File: src/design/dadda_mul_consts.svh
`ifndef DADDA_MUL_CONSTS_SVH
`define DADDA_MUL_CONSTS_SVH

// datapath widths
`define MUL_WIDTH       16
`define PROD_WIDTH      32

// wishbone register file
`define WB_ADR_WIDTH    3
`define WB_DAT_WIDTH    32

// control and status bit positions
`define CTRL_START_BIT  0
`define STATUS_BUSY_BIT 0
`define STATUS_DONE_BIT 1

`endif

File: src/design/dadda_mul_pkg.sv
`include "dadda_mul_consts.svh"

package dadda_mul_pkg;

        typedef logic [`MUL_WIDTH-1:0]  operand_t;
        typedef logic [`PROD_WIDTH-1:0] product_t;

        // two rows left after the dadda reduction
        typedef struct packed {
                product_t sum_row;
                product_t carry_row;
                logic     valid;
        } cs_rows_t;

        typedef struct packed {
                operand_t a;
                operand_t b;
                logic     valid;
        } op_pair_t;

        typedef struct packed {
                product_t prod;
                logic     valid;
        } prod_res_t;

        typedef struct packed {
                logic                     cyc;
                logic                     stb;
                logic                     we;
                logic [`WB_ADR_WIDTH-1:0] adr;
                logic [`WB_DAT_WIDTH-1:0] dat;
        } wb_req_t;

        typedef struct packed {
                logic                     ack;
                logic [`WB_DAT_WIDTH-1:0] dat;
        } wb_rsp_t;

        typedef enum logic [`WB_ADR_WIDTH-1:0] {
                REG_A      = 3'd0,
                REG_B      = 3'd1,
                REG_CTRL   = 3'd2,
                REG_STATUS = 3'd3,
                REG_RESULT = 3'd4
        } reg_addr_e;

        typedef enum logic [1:0] {
                IDLE,
                REDUCE,
                SUM,
                DONE
        } mul_state_e;

endpackage

File: src/design/cp_adder.sv
`timescale 1ns/1ps
`include "dadda_mul_consts.svh"

module cp_adder (
        input  logic                     clk,
        input  logic                     rst_n,
        input  dadda_mul_pkg::cs_rows_t  rows,
        output dadda_mul_pkg::prod_res_t prod
);

        localparam int PW     = `PROD_WIDTH;
        localparam int LEVELS = $clog2(PW);

        logic [PW-1:0]           g [LEVELS + 1];
        logic [PW-1:0]           p [LEVELS + 1];
        dadda_mul_pkg::product_t sum;
        dadda_mul_pkg::product_t sum_q;
        logic                    valid_q;

        assign g[0] = rows.sum_row & rows.carry_row;
        assign p[0] = rows.sum_row ^ rows.carry_row;

        // kogge-stone prefix, span doubles each level
        for (genvar lvl = 0; lvl < LEVELS; lvl++) begin : g_lvl
                localparam int DIST = 1 << lvl;
                for (genvar i = 0; i < PW; i++) begin : g_bit
                        if (i >= DIST) begin : g_merge
                                assign g[lvl + 1][i] = g[lvl][i] | (p[lvl][i] & g[lvl][i - DIST]);
                                assign p[lvl + 1][i] = p[lvl][i] & p[lvl][i - DIST];
                        end else begin : g_pass
                                assign g[lvl + 1][i] = g[lvl][i];
                                assign p[lvl + 1][i] = p[lvl][i];
                        end
                end
        end

        // no carry in, so bit 0 is the plain half sum
        assign sum = p[0] ^ {g[LEVELS][PW-2:0], 1'b0};

        always_ff @(posedge clk) begin
                sum_q <= sum;
        end

        always_ff @(posedge clk or negedge rst_n) begin
                if (!rst_n)
                        valid_q <= 1'b0;
                else
                        valid_q <= rows.valid;
        end

        assign prod.prod  = sum_q;
        assign prod.valid = valid_q;

endmodule

File: config.mk
export PLATFORM = sky130hd
export DESIGN_NAME = cp_adder
export DESIGN_NICKNAME = d
export VERILOG_FILES = /design/src/design/dadda_mul_pkg.sv /design/src/design/cp_adder.sv
export VERILOG_INCLUDE_DIRS = /design/src /design/src/design
export SDC_FILE = /design/constraint.sdc
export NUM_CORES = 1
export LEC_CHECK = 0
export BUFFER_PORTS_ARGS = -buffer_cell sky130_fd_sc_hd__clkbuf_2
export CAP_MARGIN = 10
export CORE_MARGIN = 2
export CORE_UTILIZATION = 53
export CTS_CLUSTER_SIZE = 20
export DETAILED_ROUTE_END_ITERATION = 10
export PLACE_DENSITY_LB_ADDON = 0.05
export SLEW_MARGIN = 20
export SYNTH_ARGS = -nofsm -noshare
export SYNTH_HDL_FRONTEND = slang
export SYNTH_SLANG_ARGS = --single-unit
File: constraint.sdc
create_clock -name clk -period 1.3 [get_ports clk]
set_input_delay 0.26 -clock clk [delete_from_list [all_inputs] [get_ports clk]]
set_output_delay 0.26 -clock clk [all_outputs]
set_load 0.005 [all_outputs]
==> results of run 1 <==
## metrics by stage
| stage | cell area [sq um] | instances | worst slack (ns) | setup TNS, ns |
|---|---|---|---|---|
| detailed placement | 3839 | 516 | -0.9172 | -19.53 |
| floorplan | 2669 | 282 | -0.5678 | -8.491 |
| global placement | 3839 | 516 | -0.7903 | -16.65 |
## synthesized netlist by cell type, drive strengths merged, types with 4 or more instances
cell type and n:
dfxtp 32, ha 31, a21oi 28, o21ai 26
nor2 25, xnor2 18, nand2 16, xor2 13
a211oi 10, a21o 8, nand4 8, nor3 7
inv 5, nand3 5, nor4 5, o21a 5
o211ai 4, o21bai 4
## logic make-up after synthesis
logic type	Yosys count
compound gates	98
simple gates	78
flops	33
fa+ha+maj	32
xor+xnor	31
buf+inv	9
mux	1
==> results.py, run 1 <==
metrics = {
    "yosys": {
        "syn-instance-count": 282,
        "synth_top_family_by_area": "compound AO/OA/AOI/OAI gates",
        "synth_xor_area_share_pct": 11.12,
        "yosysTopAreaCellShare_pct": 26.23,
        "synth_edf_count": 0,
        "yosys-top-cells-area": "dfxtp_1 26%, ha_1 16%, xnor2_1 6.5%, a21oi_1 5.5%, o21ai_0 5.1%",
        "ys_types": 45,
        "synthMuxAreaShare_pct": 0.4098,
        "synth_compound_area_share_pct": 26.23,
        "yosys.area_share.simple_pct": 15.88,
        "synth_area_sq_um": 2442,
        "async_flop_share_pct": 3.030,
        "ys_seq_area_share_pct": 27.25,
        "ys_ff_latch": 33,
        "syn_nets": 381,
        "post_synth.cell_area_avg_sq_um": 8.661,
        "ys_warn_count": 0,
        "synth_fa_ha_area_share_pct": 16.70,
        "synth_flop_cell": "dfxtp_1",
        "synth_largest_area_cell": "dfxtp_1",
    },
    "floorplan": {
        "die_x_um": 71.89,
        "start_util_pct": 55.71,
        "io_pins": 100,
        "die_h_um": 71.89,
        "rows": 24,
    },
    "outcome": {
        "outcome": "aborted with a tool error",
        "stop_stage": "4_1_cts",
        "firstError": "[ERROR DPL-0033] detailed placement checks failed during check placement.",
    },
    "cts": {
        "root_buffer": "clkbuf_8",
        "post_cts_buffers": 19,
        "cts_hold_buf": 1,
        "htree_levels": 2,
        "cts-buffers-inserted": 5,
        "cts-resized-gates": 48,
        "clock_sinks": 33,
        "cts_buffer_depth": 2,
    },
    "place": {
        "portBuffers": 99,
        "place.gp.congestion": 0.9009,
        "dpl.hpwl_um": 7179,
    },
}
==> run 2: changes to the inputs <==
CORE_UTILIZATION = 40   (was 53)
CTS_CLUSTER_SIZE = unset   (was 20)
PLACE_DENSITY_LB_ADDON = 0.15   (was 0.05)
==> results.py, run 2 <==
metrics = {
    "floorplan": {
        "dieArea_sq_um": 6747,
        "io_pins": 100,
        "start_util_pct": 41.25,
        "die_x_um": 82.14,
        "rows": 28,
        "die_h_um": 82.14,
        "core-area_sq_um": 5921,
    },
    "yosys": {
        "yosysTopAreaCellShare_pct": 26.23,
        "synth_most_common_cell": "dfxtp_1",
        "ys_types": 45,
        "synth_area_sq_um": 2442,
        "synth_largest_area_cell": "dfxtp_1",
        "ys_ff_latch": 33,
        "ys_top_cells_by_count": "32 x dfxtp_1, 31 x ha_1, 27 x a21oi_1",
        "ys_seq_area_share_pct": 27.25,
        "ys_warn_count": 0,
        "async_flop_share_pct": 3.030,
        "syn-instance-count": 282,
        "post_synth.cell_area_avg_sq_um": 8.661,
        "synth_flop_cell": "dfxtp_1",
        "synth_edf_count": 0,
        "syn_nets": 381,
        "yosys-top-cells-area": "dfxtp_1 26%, ha_1 16%, xnor2_1 6.5%, a21oi_1 5.5%, o21ai_0 5.1%",
    },
    "finish": {
        "largest_reg_flops": 32,
        "final_common_cell": "clkbuf_2",
        "fin_cells": 568,
        "nets": 591,
        "antenna_cells": 0,
        "top_register": "sum_q",
        "drive_above_1_share_pct": 61.26,
        "final_cell_mix": "93 x clkbuf_2, 85 x buf_4, 32 x dfxtp_1",
        "finalCoreUtilization_pct": 80.30,
        "n_fill_cell": 354,
        "top_regs": "sum_q x32, valid_q x1",
        "syn_to_final_growth_pct": 94.67,
    },
    "place": {
        "dp.cells": 538,
        "dpl.hpwl_um": 5938,
        "place.gp.congestion": 0.8850,
        "portBuffers": 99,
        "post-place-ws_ns": -1.069,
    },
    "setup_path": {
        "path_cells": "buf_6, ha_4, fa_2, a211oi_4, o21ai_2, nand3_2, nand3_4, a21oi_4, o31ai_4, xor2_1",
        "crit_path_end_kind": "flip-flop",
        "max_stage_delay_ns": 0.36,
        "path_class": "in -> reg",
        "cp.required_ns": 1.47,
        "worst-path-stages": 10,
        "cpLargestDelayFamily": "compound AO/OA/AOI/OAI gates",
        "arrival_ns": 2.01,
        "critPathMaxFanout": 4,
        "critPathLaunchType": "primary input",
        "slowest_stage": "fa_2",
        "critPathBufInv": 1,
    },
    "global_route": {
        "grt_max_degree": 12,
        "grt_pass1_vias": 2803,
        "gr-usage-all-layers_pct": 23.54,
        "grt_overflow_total": 0,
        "antenna_found_initial": 0,
        "grt_pass1_wl_um": 12480,
    },
    "cts": {
        "root_buffer": "clkbuf_8",
        "clock_sinks": 33,
        "cts_tree": "done",
        "path_clk_slew_ns": 0.08,
        "htree_levels": 2,
        "cts_buffer_depth": 2,
        "cts-buffers-inserted": 5,
    },
    "power_and_ir_drop": {
        "ir_worst_vdd_mv": 0.6831,
        "power_frac_clock_pct": 24.9,
        "p_leak_uw": 0.002158,
        "comb_power_share_pct": 47.7,
        "total_power_uw": 4734,
        "intPower_uw": 3220,
        "p_sw_uw": 1513,
        "switching_share_pct": 31.97,
        "pwr_density_cell_nw_per_um2": 995.6,
        "seq_power_share_pct": 27.5,
    },
    "timing": {
        "post-route-min-period_ns": 1.843,
        "maxClockFrequency_ghz": 0.5426,
        "hold_ws_ns": 0.06725,
        "final.setup.worst_slack_ns": -0.5430,
        "tightestPinTransition_ns": 0.4946,
        "rsz0062_at_grt": "yes",
        "setup_viol": 28,
        "period_share_pct": 141.8,
        "drv_slew": 0,
        "finalHoldViolCount": 0,
        "max-slew-margin-rel_pct": 66.77,
    },
    "route": {
        "drc": 0,
        "routedWlPerCell_um": 15.95,
        "dr.pass1.iters": 4,
        "viasPerCell": 5.313,
        "num_vias": 3018,
        "drt_iter0_drc": 98,
        "postRouteWirelength_um": 9058,
        "ant_nets": 0,
    },
    "hold_path": {
        "whs_endpoint": "valid_q$_DFF_PN0_",
        "min_from": "rows[0]",
        "hp-class": "in -> reg",
        "hold_path_depth": 1,
    },
    "outcome": {
        "outcome": "finished, violations left",
        "failed_checks": "negative setup slack",
    },
    "flow_run": {
        "maxCapViolCount": 0,
    },
}
[run 2: cell counts after synthesis]
No cell type changed its count.
[run 2: final cells by class]
type                       instances  area [sq um]  area share (%)
clock buffer                       5         68.82           1.447
sequential                        33         665.6           14.00
timing repair buffer             207          1441           30.32
inverter                           5         18.77          0.3947
tap                               75         93.84           1.974
clock inverter                     3         65.06           1.368
multi-input combinational        240          2401           50.50
[run 2: metrics by stage]
step	cell area [sq um]	setup TNS [ns]
2_1_floorplan	2669	-8.491
3_3_place_gp	3860	-17.63
3_5_place_dp	3860	-19.35
4_1_cts	4379	-8.074
5_1_grt	4755	-12.15
6_report	4755	-10.88
[run 2: power by group through the flow]
stage / clock (uW) / sequential [uW] / combinational, uW
detailed placement: 0 / 1320 / 1710
global placement: 0 / 1310 / 1680
CTS: 1200 / 1300 / 1960
finish: 1180 / 1300 / 2260
floorplan: 0 / 1350 / 860
global route: 1240 / 1320 / 2430
[run 2: kinds of logic after synthesis]
logic type / Yosys count / share of synthesized area (%)
AO/OA/AOI/OAI: 98 / 26.23
AND/OR/NAND/NOR: 78 / 15.88
flip-flops: 33 / 27.25
adder cells (fa/ha/maj): 32 / 16.70
XOR/XNOR: 31 / 11.12
buffers and inverters: 9 / 2.408
multiplexers: 1 / 0.4099
[run 2: how the worst max path moves through the flow]
stage,end,start
after global placement,sum_q[27]$_DFF_P_,rows[2]
after global routing,sum_q[26]$_DFF_P_,rows[33]
after floorplan,sum_q[26]$_DFF_P_,rows[1]
after detailed placement,sum_q[27]$_DFF_P_,rows[2]
final,sum_q[26]$_DFF_P_,rows[33]
after CTS,sum_q[26]$_DFF_P_,rows[1]
[run 2: what timing repair did]
| item | in CTS | in global routing |
|---|---|---|
| pin swaps | 22 | 36 |
| endpoints found under the hold margin | 1 | 0 |
| setup buffers | 14 | 14 |
| gates resized for setup | 57 | 61 |
| hold buffers | 1 | 0 |
| endpoints found under the setup margin | 27 | 28 |
[run 2: metal layers]
layer	routed length, um	track usage (%)	vias up	part of all wire, %
li1	-	-	1479	-
met4	223	6.000	0	2.5
met5	0	0	-	0
met2	4712	41.54	103	52
met1	3696	29.56	1415	41
met3	426	4.130	21	4.7
(Power assumes the default switching activity.)
