===== config.mk =====
export PLATFORM = sky130hd
export DESIGN_NAME = wb_mul_ctrl
export DESIGN_NICKNAME = d
export VERILOG_FILES = /design/src/design/dadda_mul_pkg.sv /design/src/design/wb_mul_ctrl.sv
export VERILOG_INCLUDE_DIRS = /design/src /design/src/design
export SDC_FILE = /design/constraint.sdc
export NUM_CORES = 1
export LEC_CHECK = 0
export ABC_AREA = 1
export BUFFER_PORTS_ARGS = -buffer_cell sky130_fd_sc_hd__buf_2
export CAP_MARGIN = 25
export CORE_ASPECT_RATIO = 0.7
export CORE_MARGIN = 1
export CORE_UTILIZATION = 30
export DETAILED_ROUTE_END_ITERATION = 10
export GPL_TIMING_DRIVEN = 0
export SKIP_LAST_GASP = 1
export SLEW_MARGIN = 20
export SYNTH_ARGS = -nofsm -noshare
export SYNTH_HDL_FRONTEND = slang
export SYNTH_SLANG_ARGS = --single-unit

===== constraint.sdc =====
create_clock -name clk -period 1.8 [get_ports clk]
set_input_delay 0.18 -clock clk [delete_from_list [all_inputs] [get_ports clk]]
set_output_delay 0.18 -clock clk [all_outputs]
set_load 0.02 [all_outputs]

===== src/design/dadda_mul_consts.svh =====
`ifndef DADDA_MUL_CONSTS_SVH
`define DADDA_MUL_CONSTS_SVH

// datapath widths
`define MUL_WIDTH       16
`define PROD_WIDTH      32

// wishbone register file
`define WB_ADR_WIDTH    3
`define WB_DAT_WIDTH    32

// control and status bit positions
`define CTRL_START_BIT  0
`define STATUS_BUSY_BIT 0
`define STATUS_DONE_BIT 1

`endif


===== src/design/dadda_mul_pkg.sv =====
`include "dadda_mul_consts.svh"

package dadda_mul_pkg;

        typedef logic [`MUL_WIDTH-1:0]  operand_t;
        typedef logic [`PROD_WIDTH-1:0] product_t;

        // two rows left after the dadda reduction
        typedef struct packed {
                product_t sum_row;
                product_t carry_row;
                logic     valid;
        } cs_rows_t;

        typedef struct packed {
                operand_t a;
                operand_t b;
                logic     valid;
        } op_pair_t;

        typedef struct packed {
                product_t prod;
                logic     valid;
        } prod_res_t;

        typedef struct packed {
                logic                     cyc;
                logic                     stb;
                logic                     we;
                logic [`WB_ADR_WIDTH-1:0] adr;
                logic [`WB_DAT_WIDTH-1:0] dat;
        } wb_req_t;

        typedef struct packed {
                logic                     ack;
                logic [`WB_DAT_WIDTH-1:0] dat;
        } wb_rsp_t;

        typedef enum logic [`WB_ADR_WIDTH-1:0] {
                REG_A      = 3'd0,
                REG_B      = 3'd1,
                REG_CTRL   = 3'd2,
                REG_STATUS = 3'd3,
                REG_RESULT = 3'd4
        } reg_addr_e;

        typedef enum logic [1:0] {
                IDLE,
                REDUCE,
                SUM,
                DONE
        } mul_state_e;

endpackage


===== src/design/wb_mul_ctrl.sv =====
`timescale 1ns/1ps
`include "dadda_mul_consts.svh"

module wb_mul_ctrl (
        input  logic                     clk,
        input  logic                     rst_n,
        input  dadda_mul_pkg::wb_req_t   wb_in,
        output dadda_mul_pkg::wb_rsp_t   wb_out,
        output dadda_mul_pkg::op_pair_t  ops,
        input  dadda_mul_pkg::prod_res_t prod
);

        dadda_mul_pkg::mul_state_e state;
        dadda_mul_pkg::mul_state_e state_nxt;
        dadda_mul_pkg::operand_t   a_q;
        dadda_mul_pkg::operand_t   b_q;
        dadda_mul_pkg::product_t   result_q;
        logic                      ack_q;
        logic                      done_q;
        logic                      start_q;
        logic                      req;
        logic                      busy;
        logic                      start;
        logic [`WB_DAT_WIDTH-1:0]  rd_dat;

        // a new request is taken only when no ack is pending
        assign req  = wb_in.cyc & wb_in.stb & ~ack_q;
        assign busy = (state == dadda_mul_pkg::REDUCE) || (state == dadda_mul_pkg::SUM);

        assign start = req & wb_in.we & ~busy &
                       (wb_in.adr == dadda_mul_pkg::REG_CTRL) &
                       wb_in.dat[`CTRL_START_BIT];

        always_comb begin
                state_nxt = state;
                case (state)
                        dadda_mul_pkg::IDLE: begin
                                if (start)
                                        state_nxt = dadda_mul_pkg::REDUCE;
                        end
                        dadda_mul_pkg::REDUCE: state_nxt = dadda_mul_pkg::SUM;
                        dadda_mul_pkg::SUM: begin
                                if (prod.valid)
                                        state_nxt = dadda_mul_pkg::DONE;
                        end
                        // a start right after completion skips idle
                        dadda_mul_pkg::DONE: begin
                                state_nxt = start ? dadda_mul_pkg::REDUCE : dadda_mul_pkg::IDLE;
                        end
                        default: state_nxt = dadda_mul_pkg::IDLE;
                endcase
        end

        always_ff @(posedge clk or negedge rst_n) begin
                if (!rst_n) begin
                        state    <= dadda_mul_pkg::IDLE;
                        ack_q    <= 1'b0;
                        done_q   <= 1'b0;
                        start_q  <= 1'b0;
                        a_q      <= '0;
                        b_q      <= '0;
                        result_q <= '0;
                end else begin
                        state   <= state_nxt;
                        ack_q   <= req;
                        start_q <= start;
                        if (req && wb_in.we) begin
                                case (dadda_mul_pkg::reg_addr_e'(wb_in.adr))
                                        dadda_mul_pkg::REG_A: a_q <= wb_in.dat[`MUL_WIDTH-1:0];
                                        dadda_mul_pkg::REG_B: b_q <= wb_in.dat[`MUL_WIDTH-1:0];
                                        default: ;
                                endcase
                        end
                        if (prod.valid)
                                result_q <= prod.prod;
                        // done lives until the next accepted start
                        if (start)
                                done_q <= 1'b0;
                        else if (prod.valid)
                                done_q <= 1'b1;
                end
        end

        // read mux, address is still held while ack is up
        always_comb begin
                rd_dat = '0;
                case (dadda_mul_pkg::reg_addr_e'(wb_in.adr))
                        dadda_mul_pkg::REG_A:      rd_dat[`MUL_WIDTH-1:0] = a_q;
                        dadda_mul_pkg::REG_B:      rd_dat[`MUL_WIDTH-1:0] = b_q;
                        dadda_mul_pkg::REG_STATUS: begin
                                rd_dat[`STATUS_BUSY_BIT] = busy;
                                rd_dat[`STATUS_DONE_BIT] = done_q;
                        end
                        dadda_mul_pkg::REG_RESULT: rd_dat[`PROD_WIDTH-1:0] = result_q;
                        default:                   rd_dat = '0;
                endcase
        end

        assign wb_out.ack = ack_q;
        assign wb_out.dat = rd_dat;

        assign ops.a     = a_q;
        assign ops.b     = b_q;
        assign ops.valid = start_q;

endmodule


After elaboration in Yosys (flattened, before gate mapping)
Index checks and enable logic that the tools add are counted.
Storage, ports and cells
  register bits after elaboration: 69
  input bits: 73
  output and inout bits: 66
  logic and storage cells: 41
Cells by class
  eq/ne operators: 9
  mux-type cells: 9
  bitwise logic cells: 8
  reductions and logical operators: 8
Operator list (number)
  $pmux W14 S3: 1
  $mux W16: 1
  $pmux W2 S4: 2
  $and A1 B1 Y1: 6
  $eq A3 B2 Y1 const B: 2
  $reduce_and A2 Y1: 3
  $eq A2 B2 Y1 const B: 2
  $mux W2: 2
  $ne A2 B2 Y1 const B: 2
  $eq A3 B1 Y1 const B: 1
  $eq A3 B3 Y1 const B: 1
  $logic_not A3 Y1: 1
  $mux W1: 3
  $eq A2 B1 Y1 const B: 1
  $logic_not A2 Y1: 1
  $not A1 Y1: 2
  $reduce_bool A2 Y1: 1
  $logic_and A1 B1 Y1: 1
  $logic_or A1 B1 Y1: 1

Depth between registers and ports, before layout
Gate-level depths: netlist of the first run.
  depth after elaboration: 8
  gate-level depth with buffers: 10
  depth with buffers taken out: 10

Worst setup path before layout of the first run
OpenSTA, ideal clock, no wires.
  path type: register to register
  start point: register state[0]
  end point: register state[0]
  library setup time: 121 ps
  arrival time: 1314 ps
  data required time: 1679 ps
  setup slack: 365 ps
  cell stages (with the launch flop): 11
  path buffers: 0
  period minus slack after synthesis: 1435 ps
  cell sequence: dfrtp_1 inv_1 ha_1 nor2_1 nand2_1 nor2_1 nand2_1 nand2_1 nand3_1 nand2_1 nand2_1
Between the ends
  longest elaborated chain between the ends: 8
  elaborated cells on any way between the ends: 14
  classes of those cells: eq/ne: 5; mux: 2; bitwise: 4; reduce/logical: 3
RTL lines
  start: declaration: RTL line wb_mul_ctrl.sv:13  | dadda_mul_pkg::mul_state_e state;
  start signal: assignment: RTL line wb_mul_ctrl.sv:56  | state <= dadda_mul_pkg::IDLE;
  start signal: assignment: RTL line wb_mul_ctrl.sv:64  | state <= state_nxt;
  $eq A2 B1 Y1 or $eq A2 B2 Y1 (tied branches): RTL line wb_mul_ctrl.sv:28, wb_mul_ctrl.sv:36
  $logic_or A1 B1 Y1: RTL line wb_mul_ctrl.sv:28  | assign busy = (state == dadda_mul_pkg::REDUCE) || (state == dadda_mul_pkg::SUM);
  $not A1 Y1: RTL line wb_mul_ctrl.sv:30  | assign start = req & wb_in.we & ~busy &
  $and A1 B1 Y1 (3 in a row): RTL line wb_mul_ctrl.sv:30
  $mux W1 or $ne A2 B2 Y1 (tied branches)
  $pmux W2 S4 or $reduce_and A2 Y1 (tied branches)
Several ways; a longest one is shown, not always the timed one.
A chain may end at the register's enable or synchronous reset.

==> results of run 1 <==
state kept, by name (all words and copies together) (netlist names):
| name | count |
|---|---|
| b_q | 16 |
| ack_q | 1 |
| a_q | 16 |
| state | 2 |
| start_q | 1 |
| result_q | 32 |
| done_q | 1 |
layer usage:
layer / routed length, um / up-vias
li1: - / 1449
met1: 4340 / 1362
met2: 4010 / 101
met3: 713 / 11
met4: 87 / 0
met5: 0 / -
worst paths after layout:
check,startpoint,to,slack [ns],cells past startpoint
setup / recovery,wb_in[34],wb_out[6],0.16,7
hold reg to reg,result_q[5],result_q[5],0.48,2
max in group asynchronous,rst_n,a_q[2],0.91,3
min in group asynchronous,rst_n,result_q[19],0.34,2
hold / removal,prod[13],result_q[12],0.05,3
setup reg to reg,state[0],state[0],0.23,10
Yosys cell counts, types with 3 or more instances:
library cell and n:
nor2_1 21, buf_4 5, buf_6 3, nand2_1 113, buf_2 4, inv_1 57, o21ai_2 4, clkbuf_1 6
o21ai_0 52, o221ai_1 14, nand3_1 5, dfrtp_1 69, ha_1 4
power by group:
group          internal, uW  leakage [uW]  switching [uW]
sequential             1800      0.000827             143
clock                  1200      0.000151             655
combinational           396       0.00138             752
cell families after synthesis:
| family | after synthesis | synth area share, % |
|---|---|---|
| AO/OA/AOI/OAI | 76 | 14.3 |
| AND/OR/NAND/NOR | 148 | 19.2 |
| adder cells (fa/ha/maj) | 4 | 1.57 |
| flip-flops | 69 | 54.2 |
| buffers and inverters | 78 | 10.7 |
worst max-delay path, stage by stage:
cell	delay [ns]
buf_2	0.13
inv_2	0.08
nand3_2	0.22
clkinv_1	0.39
nand2_1	0.15
o221ai_1	0.12
buf_2	0.18
final cells by class:
| cell class | count | share of cell area, % |
|---|---|---|
| multi-input combinational | 228 | 25.9 |
| clock inverter | 7 | 2.09 |
| inverter | 60 | 5.23 |
| clock buffer | 9 | 5.23 |
| timing repair buffer | 124 | 14.9 |
| tap | 132 | 3.83 |
| buffer | 18 | 2.64 |
| sequential | 69 | 40.1 |
metrics by stage:
step                      std cells  cell area, um2
after global routing            647            4310
after floorplan                 375            3180
after CTS                       647            4310
final                           647            4310
after detailed placement        630            3980
after global placement          629            3960
==> impl_metrics.csv, run 1 <==
group,metric,value,unit
outcome,status,"finished with violations",
outcome,violations,"design-rule violations",
synth,syn_area,3180,um2
sta,slew_viol_final,0,
synth,avgSynthCellArea,8.49,um2
clock_network,cts_root_buf,"clkbuf_16",
worst_hold_path,min_path_type,"primary input to register",
clock_network,cts_tree,"yes",
clock_network,numCtsBuffers,9,
grt,grt_use_met1,23.1,%
final_layout,layout_commonest_cell,"buf_2",
synth,synthCells,375,
synth,ys_ff_latch,69,
sta,skew,0.00500,ns
grt,grt_first_pass_wirelength,14300,um
clock_network,clock_latency,0.33,ns
routing,drc_errors,18,
grt,grt-ovfl-total,0,
final_layout,fin_util,41.7,%
final_layout,mostFrequentLayoutCells,"125 x buf_2, 113 x nand2_1, 69 x dfrtp_1",
final_layout,regArea,1730,um2
routing,wire_per_inst,14.1,um
pwr,power_density,1150,nW/um2
routing,vias,2923,
sta,worst_slack,0.158,ns
grt,grt_max_degree,37,
die,num_rows,31,
clock_network,cts_buffer_depth,2,
final_layout,diodes,0,
grt,grt.met2_usage,27.1,%
grt,busiest_layer,"met2",
synth,synth_top_cell_area_share,54.2,%
worst_setup_path,crit_type,"primary input to primary output",
routing,firstDrtPassIters,8,
synth,yosysWarnings,0,
synth,synth_ff_type,"dfrtp_1",
worst_setup_path,cp.arrival,1.46,ns
synth,yosysUniqueCellTypes,27,
worst_setup_path,cp_max_fo,10,
sta,slew_headroom,64.6,%
synth,synth_area_leader_cell,"dfrtp_1",
clock_network,postCtsSetupRepairBufs,0,
worst_setup_path,worstPathRequired,1.62,ns
die,coreArea,10300,um2
worst_setup_path,start_kind,"primary input",
routing,drt_iter0_drc,182,
routing,vias_per_cell,4.52,
final_layout,finalNetCount,587,
placed_design,gp_congestion,0.793,
pwr,p_total,4950,uW
pwr,p_leak,0.00236,uW
grt,met3_usage,5.62,%
final_layout,area_growth_syn_to_layout,35.3,%
synth,ys_top_cells_by_area,"dfrtp_1 54%, nand2_1 13%, o21ai_0 8.2%",
clock_network,cts_sinks,69,
synth,ys_seq_area_share,54.2,%
sta,max_freq,609,MHz
final_layout,layout-drive-gt1-share,31.8,%
die,start_util,30.9,%
synth,synth_edf_count,0,
clock_network,post_cts_resized,0,
sta,setup_viol,0,
grt,grt_usage,17.3,%
sta,fin_crit,1.64,ns
final_layout,n_fill_cell,1084,
synth,async_flop_share,100,%
sta,finalSetupTns,0,ns
clock_network,htree_levels,3,
job,drv_cap,0,
sta,post-route-period-util,91.2,%
sta,rsz0062_at_grt,"no",
sta,tightest_slew,0.531,ns
clock_network,path_clk_slew,0.05,ns
grt,grt_pass1_vias,2837,
synth,syn-num-nets,452,
worst_setup_path,end_kind,"primary output",
clock_network,hold_buffers,1,
placed_design,portBuffers,122,
sta,hold_slack,0.0548,ns
routing,ant_nets,0,
placed_design,pre_cts_ws,0.136,ns
die,ioPinCount,139,
grt,antenna_found_initial,0,
final_layout,multi_input_area,1120,um2
placed_design,dpl.hpwl,6810,um
routing,wl,9140,um
die,die_h,88.2,um
die,dieArea,11000,um2
die,die_w,125,um
pwr,ir_drop,0.642,mV
sta,hold_violations,0,
(Power assumes the default switching activity.)
==> inputs of run 2 (changes only) <==
- CELL_PAD_IN_SITES_DETAIL_PLACEMENT: default -> 1
- CELL_PAD_IN_SITES_GLOBAL_PLACEMENT: default -> 1
- PLACE_DENSITY_LB_ADDON: default -> 0.1
==> run 2 against run 1 <==
Against the previous run: the run still ends with design-rule violations left; total power up 2.0%; maximum frequency is 3.0% lower; non-clock buffer count is the same; sequential cell count unchanged; largest cell class unchanged; final cell count is the same; highest routed layer unchanged.
==> impl_metrics.csv, run 2 (same netlist as run 1, synthesis figures left out) <==
group,metric,value,unit
outcome,status,"finished with violations",
outcome,violations,"design-rule violations",
sta,hold_violations,0,
placed_design,portBuffers,122,
worst_setup_path,cp_max_fo,4,
die,ioPinCount,139,
placed_design,dpl_cell_area,3990,um2
die,dieArea,11000,um2
worst_hold_path,holdPathStages,3,
die,start_util,30.9,%
pwr,netSwitchingPower,1560,uW
pwr,power.internal,3490,uW
final_layout,area_growth_syn_to_layout,36.1,%
worst_setup_path,worstPathRequired,1.62,ns
final_layout,final_cells,647,
pwr,ir_drop,0.441,mV
pwr,power_density,1170,nW/um2
pwr,power_frac_seq,38.6,%
sta,tightest_slew,0.553,ns
sta,max_freq,591,MHz
final_layout,top_register,"result_q",
routing,firstDrtPassIters,7,
final_layout,mostFrequentLayoutCells,"125 x buf_2, 112 x nand2_1, 69 x dfrtp_1",
worst_hold_path,min_path_type,"primary input to register",
grt,grt-ovfl-total,0,
routing,drt_iter0_drc,145,
grt,grt_pass1_vias,3012,
grt,grt_max_degree,50,
routing,wire_per_inst,15.0,um
clock_network,cts_tree,"yes",
final_layout,finalNetCount,587,
final_layout,top_regs,"result_q: 32 flops, a_q: 16 flops, b_q: 16 flops",
pwr,p_sw_share,30.9,%
die,die_w,125,um
worst_setup_path,crit_path_start,"state[1]",
clock_network,postCtsSetupRepairBufs,0,
grt,grt_first_pass_wirelength,16000,um
clock_network,cts_sinks,69,
worst_setup_path,r2r_start,"state[0]",
pwr,pwr-share-comb,23.2,%
placed_design,dpl.hpwl,7210,um
die,coreArea,10300,um2
worst_hold_path,hp-start,"prod[13]",
placed_design,gp_congestion,0.775,
final_layout,fin_area,4330,um2
clock_network,clock_latency,0.33,ns
pwr,p_leak,0.00237,uW
die,die_h,88.2,um
routing,wl,9730,um
sta,finalSetupTns,0,ns
sta,fin_crit,1.69,ns
routing,vias,2934,
sta,post-route-period-util,94.1,%
worst_setup_path,end_kind,"primary output",
sta,slew_headroom,63.1,%
grt,antenna_found_initial,0,
worst_setup_path,ff2ff_setup_slack,0.20,ns
die,num_rows,31,
clock_network,numCtsBuffers,9,
placed_design,dpl.cell_count,630,
pwr,p_clk_share,38.2,%
clock_network,cts_root_buf,"clkbuf_16",
clock_network,htree_levels,3,
final_layout,largest_reg_flops,32,
worst_setup_path,cp.arrival,1.51,ns
sta,slew_viol_final,0,
pwr,p_total,5050,uW
routing,vias_per_cell,4.53,
final_layout,layout_commonest_cell,"buf_2",
worst_setup_path,reg2reg_to,"state[0]",
final_layout,layout-drive-gt1-share,32.0,%
sta,rsz0062_at_grt,"no",
grt,grt_usage,19.3,%
routing,drc_errors,14,
worst_setup_path,start_kind,"register",
sta,setup_viol,0,
job,drv_cap,0,
worst_setup_path,reg2reg_depth,10,
worst_setup_path,crit_type,"register to primary output",
sta,skew,0.00365,ns
routing,ant_nets,0,
clock_network,path_clk_slew,0.05,ns
final_layout,diodes,0,
clock_network,cts_buffer_depth,2,
worst_hold_path,whs_endpoint,"result_q[12]",
-- run 2: cell types whose count changed in the layout (fill, tap and decap cells not counted) --
| cell | delta |
|---|---|
| clkinv_2 | -1 |
| clkbuf_8 | +2 |
| buf_16 | +1 |
| clkbuf_1 | +1 |
| nand2_1 | -1 |
| buf_12 | -1 |
| nand2_2 | +1 |
| clkinvlp_4 | -1 |
| clkinv_1 | -1 |
-- run 2: stage by stage --
| stage | hold slack [ns] | util (%) | worst slack, ns |
|---|---|---|---|
| after CTS | 0.0396 | 41.9 | 0.0542 |
| after global routing | 0.0518 | 42.0 | 0.00849 |
| after detailed placement | 0.0949 | 38.7 | 0.0557 |
| after global placement | 0.381 | 38.4 | 0.0612 |
| after floorplan | -0.116 | - | 0.365 |
| final | 0.0508 | 42.0 | 0.107 |
-- run 2: timing repair --
item | 4_1_cts | 5_1_grt
endpoints found under the setup margin | 0 | 4
resized for setup | 0 | 2
hold buffers | 1 | 0
hold endpoints to repair | 20 | 0
-- run 2: per-layer routing --
metal | GRT usage (%) | up-vias | wire length [um]
met5 | 0 | - | 0
met4 | 5.65 | 0 | 104
met3 | 4.58 | 11 | 462
met2 | 29.9 | 71 | 4260
met1 | 26.9 | 1401 | 4900
li1 | - | 1451 | -
-- run 2: worst max path at each step --
stage               depth (start not counted)      endpoint
finish                                      5     wb_out[0]
floorplan                                  10      state[0]
global route                                5     wb_out[0]
detailed placement                          7     wb_out[1]
global placement                            1  result_q[28]
CTS                                         7     wb_out[1]
-- run 2: final cells by class --
cell class                      instances  area, um2
Sequential cell                        69       1730
Clock inverter                          4       70.1
Clock buffer                           12        256
Buffer                                 18        114
Tap cell                              132        165
Fill cell                            1293       5990
Inverter                               60        229
Timing Repair Buffer                  124        651
Multi-Input combinational cell        228       1120
-- run 2: power groups by stage --
| stage | registers [uW] | logic [uW] | clock network [uW] |
|---|---|---|---|
| after detailed placement | 1980 | 1180 | 0 |
| after floorplan | 2150 | 523 | 0 |
| after CTS | 1950 | 1190 | 1980 |
| final | 1950 | 1170 | 1930 |
| after global routing | 1980 | 1320 | 2040 |
| after global placement | 1960 | 1140 | 0 |
-- run 2: worst max-delay path, cell delays in order (launching register included) --
cell and delay, ns:
dfrtp_1 0.41, inv_1 0.10, ha_1 0.32, nand4_1 0.10, nand2_1 0.09, buf_2 0.16
